$ cat config.mk
export PLATFORM = sky130hd
export DESIGN_NAME = perm_net_top
export DESIGN_NICKNAME = d
export VERILOG_FILES = /design/src/perm_net_pkg.sv /design/src/perm_switch_stage.sv /design/src/perm_network.sv /design/src/perm_config_regs.sv /design/src/perm_net_top.sv
export SDC_FILE = /design/constraint.sdc
export NUM_CORES = 1
export LEC_CHECK = 0
export BUFFER_PORTS_ARGS = -buffer_cell sky130_fd_sc_hd__buf_2
export CAP_MARGIN = 20
export CELL_PAD_IN_SITES_DETAIL_PLACEMENT = 1
export CELL_PAD_IN_SITES_GLOBAL_PLACEMENT = 1
export CORE_ASPECT_RATIO = 0.7
export CORE_UTILIZATION = 25
export CTS_BUF_LIST = sky130_fd_sc_hd__clkbuf_16
export CTS_CLUSTER_SIZE = 12
export DETAILED_ROUTE_END_ITERATION = 12
export GPL_ROUTABILITY_DRIVEN = 0
export PLACE_DENSITY = 0.55
export SETUP_SLACK_MARGIN = 0.2
export SYNTH_ARGS = -nofsm -noshare
export SYNTH_HDL_FRONTEND = slang
export SYNTH_SLANG_ARGS = --single-unit
$ cat constraint.sdc
create_clock -name clk -period 3.55 [get_ports clk]
set_input_delay 0.5325 -clock clk [delete_from_list [all_inputs] [get_ports clk]]
set_output_delay 0.5325 -clock clk [all_outputs]
set_load 0.01 [all_outputs]
$ cat src/perm_net_pkg.sv
package perm_net_pkg;

	// network geometry
	localparam int SIZE        = 8;             // lanes per vector
	localparam int DATA_WIDTH  = 16;            // bits per lane
	localparam int SWITCH_NUM  = SIZE / 2;      // 2x2 switches per column
	localparam int STAGE_NUM   = 5;             // switch columns
	localparam int BUFFER_NUM  = STAGE_NUM - 1; // register layers between columns
	localparam int NET_LATENCY = BUFFER_NUM;    // input edge to output, in cycles

	// wishbone configuration port
	localparam int WB_ADDR_WIDTH = 4;
	localparam int WB_DATA_WIDTH = 8;

	// register map
	localparam int REG_STAGE0  = 0;
	localparam int REG_STAGE1  = 1;
	localparam int REG_STAGE2  = 2;
	localparam int REG_STAGE3  = 3;
	localparam int REG_STAGE4  = 4;
	localparam int REG_COMMIT  = 5;  // write copies staging to active, reads zero
	localparam int REG_ACTIVE0 = 8;  // 8..12 read back active settings

	typedef logic [DATA_WIDTH-1:0]    lane_t;    // one coefficient lane
	typedef logic [SWITCH_NUM-1:0]    sw_set_t;  // bit k set = switch k crosses
	typedef logic [WB_ADDR_WIDTH-1:0] wb_addr_t;
	typedef logic [WB_DATA_WIDTH-1:0] wb_data_t;

	typedef lane_t [SIZE-1:0]        lane_vec_t;
	typedef sw_set_t [STAGE_NUM-1:0] sw_cfg_t;   // settings of all columns

	typedef struct packed {
		logic      valid;
		lane_vec_t lanes;
	} net_vec_t;

	typedef struct packed {
		logic     cyc;
		logic     stb;
		logic     we;
		wb_addr_t adr;
		wb_data_t dat_w;
	} wb_req_t;

	typedef struct packed {
		logic     ack;
		wb_data_t dat_r;
	} wb_rsp_t;

	// Destination lane of source lane p_out in register layer "layer".
	// The first half of the layers unshuffle at shrinking block sizes,
	// the second half shuffle back at growing sizes, so straight switches
	// everywhere give the identity permutation.
	function automatic int out_sw(input int layer, input int p_out);
		int blk;
		int base;
		int q;
		blk  = (layer < BUFFER_NUM / 2) ? (SIZE >> layer) : (SIZE >> (BUFFER_NUM - 1 - layer));
		base = p_out - (p_out % blk);
		q    = p_out % blk;
		if (layer < BUFFER_NUM / 2)
			return base + (q / 2) + (q % 2) * (blk / 2); // inverse perfect shuffle
		else if (q < blk / 2)
			return base + 2 * q;                         // perfect shuffle, upper half
		else
			return base + 2 * (q - blk / 2) + 1;         // perfect shuffle, lower half
	endfunction

endpackage

$ cat src/perm_switch_stage.sv
`timescale 1ns/100ps

module perm_switch_stage
	import perm_net_pkg::*;
(
	input  sw_set_t   i_set,   // one bit per switch
	input  lane_vec_t i_lanes,
	output lane_vec_t o_lanes
);

	// each switch k owns lanes 2k and 2k+1
	for (genvar k = 0; k < SWITCH_NUM; k++) begin : g_switch
		lane_t upper;
		lane_t lower;

		always_comb begin
			if (i_set[k]) begin
				upper = i_lanes[2*k+1]; // cross
				lower = i_lanes[2*k];
			end else begin
				upper = i_lanes[2*k];   // bar, straight through
				lower = i_lanes[2*k+1];
			end
		end

		assign o_lanes[2*k]   = upper;
		assign o_lanes[2*k+1] = lower;
	end

endmodule

$ cat src/perm_network.sv
`timescale 1ns/100ps

module perm_network
	import perm_net_pkg::*;
(
	input  logic     clk,
	input  logic     i_rst_n,
	input  sw_cfg_t  i_cfg,   // active switch settings, applied combinationally
	input  net_vec_t i_vec,
	output net_vec_t o_vec
);

	lane_vec_t            stage_out [BUFFER_NUM]; // column outputs before wiring
	lane_vec_t            stage_in  [BUFFER_NUM]; // registered, rewired lanes
	lane_vec_t            final_lanes;
	logic [BUFFER_NUM-1:0] valid_q;

	// apply the inter-stage wiring of one layer to a whole vector
	function automatic lane_vec_t route(input int layer, input lane_vec_t lanes);
		lane_vec_t r;
		for (int p = 0; p < SIZE; p++) begin
			r[out_sw(layer, p)] = lanes[p];
		end
		return r;
	endfunction

	// valid travels alongside the lanes
	always_ff @(posedge clk or negedge i_rst_n) begin
		if (!i_rst_n) begin
			valid_q <= '0;
		end else begin
			valid_q <= {valid_q[BUFFER_NUM-2:0], i_vec.valid};
		end
	end

	// lanes are stored every cycle, idle slots just carry junk
	always_ff @(posedge clk) begin
		for (int l = 0; l < BUFFER_NUM; l++) begin
			stage_in[l] <= route(l, stage_out[l]);
		end
	end

	perm_switch_stage u_first_stage (
		.i_set   (i_cfg[0]),
		.i_lanes (i_vec.lanes),
		.o_lanes (stage_out[0])
	);

	for (genvar m = 1; m < BUFFER_NUM; m++) begin : g_middle
		perm_switch_stage u_middle_stage (
			.i_set   (i_cfg[m]),
			.i_lanes (stage_in[m-1]),
			.o_lanes (stage_out[m])
		);
	end

	perm_switch_stage u_final_stage (
		.i_set   (i_cfg[STAGE_NUM-1]),
		.i_lanes (stage_in[BUFFER_NUM-1]),
		.o_lanes (final_lanes)       // last column drives the output unregistered
	);

	assign o_vec = {valid_q[BUFFER_NUM-1], final_lanes};

	// downstream logic qualifies everything with valid, it must be clean
	a_valid_known: assert property (
		@(posedge clk) disable iff (!i_rst_n)
		!$isunknown(o_vec.valid)
	) else $error("o_vec.valid is unknown");

endmodule

$ cat src/perm_config_regs.sv
`timescale 1ns/100ps

module perm_config_regs
	import perm_net_pkg::*;
(
	input  logic    clk,
	input  logic    i_rst_n,
	input  wb_req_t i_wb,
	output wb_rsp_t o_wb,
	output sw_cfg_t o_cfg    // settings seen by the network
);

	sw_cfg_t  staging_q;     // software-written, not yet in use
	sw_cfg_t  active_q;      // what the network routes with
	logic     ack_q;
	wb_data_t dat_r_q;
	wb_data_t rd_data;
	sw_set_t  wr_set;
	logic     access;

	// new access only when the previous one has been acknowledged
	assign access = i_wb.cyc && i_wb.stb && !ack_q;
	assign wr_set = i_wb.dat_w[SWITCH_NUM-1:0]; // upper data bits dropped

	// readback mux, unmapped addresses and commit read zero
	always_comb begin
		rd_data = '0;
		for (int s = 0; s < STAGE_NUM; s++) begin
			if (i_wb.adr == wb_addr_t'(REG_STAGE0 + s))
				rd_data = wb_data_t'(staging_q[s]);
			if (i_wb.adr == wb_addr_t'(REG_ACTIVE0 + s))
				rd_data = wb_data_t'(active_q[s]);
		end
	end

	always_ff @(posedge clk or negedge i_rst_n) begin
		if (!i_rst_n) begin
			ack_q     <= 1'b0;
			staging_q <= '0;     // zero settings route straight through
			active_q  <= '0;
		end else begin
			ack_q <= access;
			if (access && i_wb.we) begin
				case (i_wb.adr)
					wb_addr_t'(REG_STAGE0): staging_q[0] <= wr_set;
					wb_addr_t'(REG_STAGE1): staging_q[1] <= wr_set;
					wb_addr_t'(REG_STAGE2): staging_q[2] <= wr_set;
					wb_addr_t'(REG_STAGE3): staging_q[3] <= wr_set;
					wb_addr_t'(REG_STAGE4): staging_q[4] <= wr_set;
					wb_addr_t'(REG_COMMIT): active_q     <= staging_q; // all columns at once
					default: ;                                        // read-only or unmapped
				endcase
			end
		end
	end

	always_ff @(posedge clk) begin
		if (access && !i_wb.we)
			dat_r_q <= rd_data;
	end

	assign o_wb.ack   = ack_q;
	assign o_wb.dat_r = dat_r_q;
	assign o_cfg      = active_q;

	a_ack_one_cycle: assert property (
		@(posedge clk) disable iff (!i_rst_n)
		ack_q |=> !ack_q
	) else $error("wishbone ack held for two cycles");

	// ack must answer a strobe seen on the previous edge
	a_ack_after_strobe: assert property (
		@(posedge clk) disable iff (!i_rst_n)
		$rose(ack_q) |-> $past(i_wb.cyc && i_wb.stb)
	) else $error("wishbone ack without a preceding cyc and stb");

endmodule

$ cat src/perm_net_top.sv
`timescale 1ns/100ps

module perm_net_top
	import perm_net_pkg::*;
(
	input  logic     clk,
	input  logic     i_rst_n,
	input  wb_req_t  i_wb,    // configuration port
	output wb_rsp_t  o_wb,
	input  net_vec_t i_vec,   // one vector per cycle, no back-pressure
	output net_vec_t o_vec
);

	sw_cfg_t active_cfg;

	perm_config_regs u_config_regs (
		.clk     (clk),
		.i_rst_n (i_rst_n),
		.i_wb    (i_wb),
		.o_wb    (o_wb),
		.o_cfg   (active_cfg)
	);

	perm_network u_network (
		.clk     (clk),
		.i_rst_n (i_rst_n),
		.i_cfg   (active_cfg),
		.i_vec   (i_vec),
		.o_vec   (o_vec)
	);

endmodule

==> flow_metrics.tcl, run 1 <==
set metrics [dict create \
    drive_gt1_share_pct 62.0 \
    r2r_start "u_config_regs.o_cfg[0]" \
    comb_power_share_pct 8.2 \
    viasPerCell 4.14 \
    ir_worst_vdd_uv 295 \
    cts_sinks 561 \
    rows 86 \
    seq_area_frac_synth_pct 57.1 \
    clk_path_buf_depth 3 \
    h-tree-depth 2 \
    globalRouteTotalUtil_pct 14.4 \
    placeableCoreArea_um2 79200 \
    grt_start_max_net_pins 46 \
    n_fill_cell 8519 \
    cts_tree "built" \
    power.share.sequential_pct 49.2 \
    synth.cell_area_um2 20100 \
    ios 284 \
    yosysUniqueCellTypes 41 \
    fin_crit_ns 2.52 \
    overflow 0 \
    cp_top_family "buffers and inverters" \
    clk_pin_slew_ns 0.06 \
    critPathLaunch "u_config_regs.o_cfg[19]" \
    final_max_slew_viol_count 0 \
    worst_pin_slew_ns 0.814 \
    fin_crit_sh_pct 71.1 \
    hold_start "i_vec[109]" \
    drc 0 \
    max_cap_violations 0 \
    p_clk_share_pct 42.6 \
    slew_headroom_pct 45.8 \
    final_nets 1821 \
    port_buffers 275 \
    numCtsBuffers 61 \
    critical_path_class "reg -> out" \
    grt_pass1_vias 12000 \
    synth-seq-cells 561 \
    p_leak_uw 0.00981 \
    die_area_um2 81600 \
    final_common_cell "mux2_2" \
    path_cells "buf_4 -> mux2_2 -> buf_2" \
    first_pass_iters 4 \
    crit_slowest_cell "mux2_2" \
    num_vias 11600 \
    hp-class "in -> reg" \
    drt_iter0_markers 428 \
    postCtsSetupBuffers 0 \
    hold_depth 2 \
    die_width_um 341 \
    crit_path_end_kind "output pin" \
    start_kind "flop" \
    p_int_uw 10700 \
    synthCells 1405 \
    grt_pass1_wl_um 84700 \
    p_total_uw 14000 \
    syn_area_per_cell_um2 14.3 \
    multi_input_area_um2 8170 \
    min_to "u_network.stage_in[0][125]" \
    finalHoldViolCount 0 \
    critPathMaxStageDelay_ns 0.44 \
    hpwl_um 46100 \
    worstRegToRegCells 3 \
    power.switching_uw 3260 \
    hold_buffers 1 \
    initial_core_util_pct 25.4 \
    netSwitchingFraction_pct 23.3 \
    max_freq_ghz 0.396 \
    cts_resized 0 \
    clk_latency_ns 0.62 \
    path_buf_inv 2 \
    worstReg2RegEnd "u_config_regs.dat_r_q[0]" \
    setup_viol 0 \
    seqCellArea_um2 11500 \
    setup_tns_ns 0 \
    status "complete, no violations" \
    antenna_left 0 \
    crit_required_ns 3.02 \
    area_growth_pct 21.8 \
    routedWlPerCell_um 21.4 \
    fin_skew_ns 0.0228 \
    r2r_slack_ns 1.61 \
    rsz0062_at_grt "false" \
    crit_arrival_ns 1.99 \
    synth.yosys.warnings 0 \
    grt_antenna_before_repair 51 \
    postRouteWirelength_um 59900 \
    most-common-layout-cells "mux2_2 (680), dfxtp_1 (512), buf_2 (275), clkbuf_16 (64), dfrtp_1 (44)" \
    cp_max_fo 32 \
    die_y_um 239 \
    cts-root-buf "clkbuf_16" \
    power_per_cell_area_nw_per_um2 571 \
]
## routing by layer
layer  wire length (um)  GRT usage (%)
met4               1150           3.94
met5                233              0
met3               4250           4.73
met2              22100           18.4
met1              32100           22.2
## power by group through the flow
| stage | registers [uW] | logic (uW) | clock network (uW) |
|---|---|---|---|
| after floorplan | 6910 | 741 | 0 |
| final | 6880 | 1150 | 5960 |
| after global routing | 6910 | 1240 | 6400 |
| after CTS | 6870 | 1160 | 6140 |
| after global placement | 6990 | 1140 | 0 |
| after detailed placement | 7010 | 1140 | 0 |
## how the worst max path moves through the flow
stage | to | slack [ns] | cells past startpoint
after floorplan | o_vec[64] | 1.75 | 3
after global placement | u_config_regs.o_cfg[0] | 1.32 | 5
after detailed placement | u_config_regs.o_cfg[2] | 1.22 | 5
after CTS | o_vec[120] | 0.97 | 3
after global routing | o_vec[107] | 0.92 | 3
final | o_vec[120] | 1.03 | 3
## cell families (layout without fill, tap and decap cells)
kind of cell	Yosys count	after routing	synth area share [%]
AO/OA/AOI/OAI	23	23	0.783
other	1	24	0.0186
flip-flops	561	561	57.1
AND/OR/NAND/NOR	32	32	0.982
multiplexers	690	690	38.7
buffers and inverters	98	412	2.35
## flip-flops by register name, indices dropped and copies added, names as in the netlist
signal                   flops
u_network.stage_in         512
u_config_regs.staging_q     20
u_config_regs.o_cfg         20
u_config_regs.dat_r_q        4
u_network.valid_q            4
u_config_regs.ack_q          1
## final cells by class
cell class,count,area share (%)
well taps,1056,5.39
multi-input cells,749,33.3
repair buffers,298,6.39
clock buffers,64,6.54
clock inverters,46,1.16
diodes,20,0.204
flip-flops and latches,561,46.9
inverters,4,0.0613
## stage by stage
stage                     utilization (%)  hold slack [ns]  cells  area [um2]  setup WS [ns]
after floorplan                         -            0.237   1408       20100           1.75
after global placement               28.4            0.332   2665       22500           1.32
after detailed placement             28.4            0.336   2665       22500           1.22
after CTS                            30.8            0.111   2776       24400          0.972
after global routing                 30.9            0.132   2790       24500          0.919
final                                30.9            0.156   2798       24500           1.03
## synthesized netlist by cell type, drive strengths merged
cell | count | area [um2]
mux2 | 680 | 7660
dfxtp | 512 | 10200
buf | 54 | 308
dfrtp | 45 | 1130
clkbuf | 40 | 150
nor2 | 8 | 30.0
mux2i | 7 | 70.1
a21oi | 6 | 30.0
o21ai | 6 | 30.0
edfxtp | 4 | 120
inv | 4 | 15.0
nand3b | 4 | 30.0
nor3 | 4 | 25.0
mux4 | 3 | 67.6
nand2 | 3 | 11.3
nor2b | 3 | 18.8
a221oi | 2 | 17.5
nand2b | 2 | 12.5
o22ai | 2 | 12.5
a211oi | 1 | 12.5
a21boi | 1 | 7.51
a311oi | 1 | 8.76
a32o | 1 | 10.0
and2 | 1 | 6.26
and2b | 1 | 7.51
and3 | 1 | 6.26
conb | 1 | 3.75
nand3 | 1 | 5.00
nand4b | 1 | 8.76
nor4 | 1 | 21.3
o211ai | 1 | 7.51
o2bb2ai | 1 | 8.76
o31ai | 1 | 12.5
or2 | 1 | 6.26
or3b | 1 | 8.76
Note: power is estimated with default switching activity, not from simulation.
==> run 2, diff against run 1 <==
PLACE_DENSITY = 0.56   (was 0.55)
clock period = 2.2 ns   (was 3.55 ns; I/O delays follow)
==> flow_metrics.tcl, run 2 (synthesis results as in run 1) <==
set metrics [dict create \
    status "complete, no violations" \
    ir_worst_vdd_uv 558 \
    crit_required_ns 1.87 \
    routedWlPerCell_um 21.3 \
    top_register "u_network.stage_in" \
    final_common_cell "mux2_2" \
    rsz0062_at_grt "true" \
    crit_path_end_kind "output pin" \
    initial_core_util_pct 25.4 \
    die_area_um2 81600 \
    max_freq_ghz 0.464 \
    utilization_pct 34.3 \
    fin_crit_ns 2.16 \
    p_leak_uw 0.0110 \
    slew_headroom_pct 51.5 \
    area_growth_pct 35.0 \
    final_max_slew_viol_count 0 \
    die_width_um 341 \
    drc 0 \
    power_per_cell_area_nw_per_um2 841 \
    viasPerCell 4.18 \
    cts_tree "built" \
    grt_pass1_wl_um 90000 \
    r2r_slack_ns 0.30 \
    overflow 0 \
    setup_viol 0 \
    fin_crit_sh_pct 98.0 \
    crit_arrival_ns 1.83 \
    final_nets 2018 \
    grt_start_max_net_pins 35 \
    seqCellArea_um2 11500 \
    multi_input_area_um2 8410 \
    worstSetupEndpoint "o_vec[87]" \
    clk_pin_slew_ns 0.06 \
    r2r_start "u_config_regs.o_cfg[2]" \
    clk_path_buf_depth 3 \
    finish.instance_area_um2 27200 \
    n_fill_cell 8446 \
    rows 86 \
    num_vias 12500 \
    critical_path_class "reg -> out" \
    placeableCoreArea_um2 79200 \
    cts_sinks 561 \
    place_inst 2672 \
    clk_latency_ns 0.60 \
    start_kind "flop" \
    grt_antenna_before_repair 29 \
    cp_max_fo 16 \
    worst_pin_slew_ns 0.728 \
    placed_area_um2 22600 \
    postRouteWirelength_um 63800 \
    drive_gt1_share_pct 55.8 \
    finalHoldViolCount 0 \
    antenna_left 0 \
    drt_iter0_markers 518 \
    worstRegToRegCells 3 \
    hp-class "in -> reg" \
    most-common-layout-cells "mux2_2 (614), dfxtp_1 (512), buf_2 (208), dlygate4sd3_1 (189)" \
    cts-root-buf "clkbuf_16" \
    critPathLaunch "u_config_regs.o_cfg[18]" \
    port_buffers 275 \
    instances_no_fill 2989 \
    die_y_um 239 \
    grt_pass1_vias 13000 \
    max_cap_violations 0 \
    fin_skew_ns 0.0108 \
    globalRouteTotalUtil_pct 15.2 \
    first_pass_iters 4 \
    worstReg2RegEnd "u_network.stage_in[0][101]" \
    ios 284 \
    numCtsBuffers 60 \
    largest_reg_flops 512 \
    h-tree-depth 2 \
    hpwl_um 46600 \
]
[run 2: worst min path at each step]
stage                               from                         to  depth (start not counted)
floorplan                        i_rst_n        u_config_regs.ack_q                          0
global placement    u_network.valid_q[2]       u_network.valid_q[3]                          0
detailed placement  u_network.valid_q[1]       u_network.valid_q[2]                          0
CTS                            i_vec[27]  u_network.stage_in[0][75]                          2
global route                   i_vec[28]  u_network.stage_in[0][76]                          2
finish                         i_vec[44]  u_network.stage_in[0][92]                          2
[run 2: cell type report]
type | count | area share, %
Clock buffer | 64 | 5.90
Antenna cell | 13 | 0.120
Inverter | 4 | 0.0553
Clock inverter | 46 | 0.861
Tap cell | 1056 | 4.86
Multi-Input combinational cell | 749 | 31.0
Sequential cell | 561 | 42.3
Timing Repair Buffer | 496 | 14.9
[run 2: what timing repair did]
item | 4_1_cts | 5_1_grt
hold buffers | 188 | 1
hold endpoints to repair | 156 | 1
buffers inserted | 2 | 0
endpoints found under the setup margin | 128 | 128
resized for setup | 23 | 135
gates cloned | 2 | 1
[run 2: worst max-delay path, cell delays in order (launching register included)]
cell and delay (ns):
dfrtp_2 0.47, buf_12 0.18, mux2_2 0.39, buf_2 0.16
[run 2: per-stage QoR]
stage	power [uW]	setup WS (ns)	hold slack, ns	setup TNS, ns
after floorplan	12300	0.582	0.0344	0
after detailed placement	13200	0.277	0.338	0
after global routing	23800	-0.0213	0.00512	-0.214
after CTS	23000	0.00118	0.00103	0
final	22800	0.0429	0.0272	0
after global placement	13100	0.355	0.333	0
[run 2: routing by layer]
layer	routed length (um)	track usage, %	vias up
li1	-	-	5953
met1	33000	23.3	6192
met2	25800	21.0	230
met3	3740	3.35	92
met4	1170	3.41	16
met5	102	0	-
[run 2: power breakdown]
| part | switching [uW] | internal, uW |
|---|---|---|
| clock | 4000 | 5400 |
| combinational | 967 | 1340 |
| sequential | 359 | 10800 |
==> run 3, diff against run 2 <==
PLACE_DENSITY = 0.55   (was 0.56)
clock period = 2.5 ns   (was 2.2 ns; I/O delays follow)
==> flow_metrics.tcl, run 3 (synthesis results as in run 1) <==
set metrics [dict create \
    final_max_slew_viol_count 0 \
    comb_power_share_pct 9.4 \
    critPathMaxStageDelay_ns 0.43 \
    h-tree-depth 2 \
    overflow 0 \
    timing.hold.ws_ns 0.0315 \
    grt_antenna_before_repair 37 \
    top_register "u_network.stage_in" \
    power.share.sequential_pct 49.2 \
    hp-class "in -> reg" \
    use_met3_pct 3.64 \
    rsz0062_at_grt "true" \
    cts_tree "built" \
    power.switching_uw 4620 \
    r2r_start "u_config_regs.o_cfg[2]" \
    placed_area_um2 22600 \
    power_per_cell_area_nw_per_um2 762 \
    cp.depth 3 \
    initial_core_util_pct 25.4 \
    die_y_um 239 \
    grt_start_max_net_pins 35 \
    min_to "u_network.stage_in[0][125]" \
    p_clk_share_pct 41.4 \
    hpwl_um 46400 \
    cp_top_family "multiplexers" \
    numCtsBuffers 59 \
    fin_skew_ns 0.0120 \
    instances_no_fill 2946 \
    antenna_left 0 \
    die_width_um 341 \
    drive_gt1_share_pct 56.7 \
    final_common_cell "mux2_2" \
    netSwitchingFraction_pct 23.3 \
    met1_usage_pct 23.6 \
    postRouteWirelength_um 61500 \
    cp_max_fo 34 \
    path_buf_inv 2 \
    port_buffers 275 \
    critical_path_class "reg -> out" \
    max_freq_ghz 0.453 \
    clk_path_buf_depth 3 \
    viasPerCell 4.15 \
    finish.instance_area_um2 26100 \
    crit_required_ns 2.12 \
    num_vias 12200 \
    rows 86 \
    crit_slowest_cell "mux2_2" \
    clk_pin_slew_ns 0.06 \
    most-common-layout-cells "mux2_2 (680), dfxtp_1 (512), buf_2 (275), dlygate4sd3_1 (162), clkbuf_16 (62)" \
    largest_reg_flops 512 \
    placeableCoreArea_um2 79200 \
    final_nets 1983 \
    worstReg2RegEnd "u_network.stage_in[0][97]" \
    n_fill_cell 8488 \
    globalRouteTotalUtil_pct 14.8 \
    die_area_um2 81600 \
    setup_viol 0 \
    finalHoldViolCount 0 \
    r2r_slack_ns 0.58 \
    p_int_uw 15200 \
    area_growth_pct 29.5 \
    cts_sinks 561 \
    crit_path_end_kind "output pin" \
    first_pass_iters 4 \
    postCtsSetupBuffers 0 \
    slew_headroom_pct 60.2 \
    crit_arrival_ns 1.83 \
    hold_start "i_vec[109]" \
    busiest_layer "met1" \
    cts-root-buf "clkbuf_16" \
    hold_depth 2 \
    place_inst 2670 \
    grt_pass1_wl_um 87600 \
    worstRegToRegCells 3 \
    ios 284 \
    setup_tns_ns 0 \
    p_leak_uw 0.0105 \
    max_cap_violations 0 \
    fin_crit_ns 2.21 \
    fin_crit_sh_pct 88.2 \
    status "complete, no violations" \
    drt_iter0_markers 563 \
    worst_pin_slew_ns 0.597 \
    clk_latency_ns 0.62 \
    met2_usage_pct 19.3 \
    routedWlPerCell_um 20.9 \
    grt_pass1_vias 12600 \
    start_kind "flop" \
    drc 0 \
    ir_worst_vdd_uv 488 \
    path_cells "buf_8 -> mux2_2 -> buf_2" \
]
## run 3: worst max-delay path by stage
stage | from | to
after floorplan | u_config_regs.o_cfg[18] | o_vec[64]
after global placement | i_wb[11] | u_config_regs.o_cfg[0]
after detailed placement | i_wb[11] | u_config_regs.o_cfg[7]
after CTS | u_config_regs.o_cfg[19] | o_vec[104]
after global routing | u_config_regs.o_cfg[19] | o_vec[107]
final | u_config_regs.o_cfg[16] | o_vec[24]
## run 3: repair_timing
item	CTS	global route
resized for setup	7	5
setup endpoints to repair	112	44
pin swaps	0	0
hold buffers	154	8
endpoints found under the hold margin	116	8
## run 3: worst reg2reg max path, delay by kind of cell (launching register included)
kind	cells	cell delay, ns
buffers and inverters	2	1.00
flip-flops	1	0.35
multiplexers	1	0.46
## run 3: final cells by class
class / instances / area (um2) / share of cell area (%)
diodes: 12 / 30.0 / 0.115
clock buffers: 62 / 1550 / 5.96
clock inverters: 40 / 241 / 0.927
inverters: 4 / 15.0 / 0.0576
multi-input cells: 749 / 8170 / 31.3
flip-flops and latches: 561 / 11500 / 44.1
well taps: 1056 / 1320 / 5.07
repair buffers: 462 / 3230 / 12.4
## run 3: through the flow
step	setup WS (ns)	utilization [%]	total power [uW]
final	0.295	32.9	19800
after global routing	0.198	32.9	20700
after CTS	0.205	32.7	20100
after detailed placement	0.475	28.5	11600
after global placement	0.490	28.5	11600
after floorplan	0.854	-	10900
## run 3: power groups by stage
stage	Combinational, uW	Sequential [uW]	Clock (uW)
CTS	1860	9760	8490
global route	1990	9820	8910
finish	1860	9770	8220
floorplan	1050	9810	0
global placement	1630	9920	0
detailed placement	1630	9950	0
## run 3: per-layer routing
metal / vias up / routed length [um]
li1: 5859 / -
met5: - / 138
met3: 92 / 3920
met4: 20 / 1090
met2: 226 / 23500
met1: 6019 / 32900
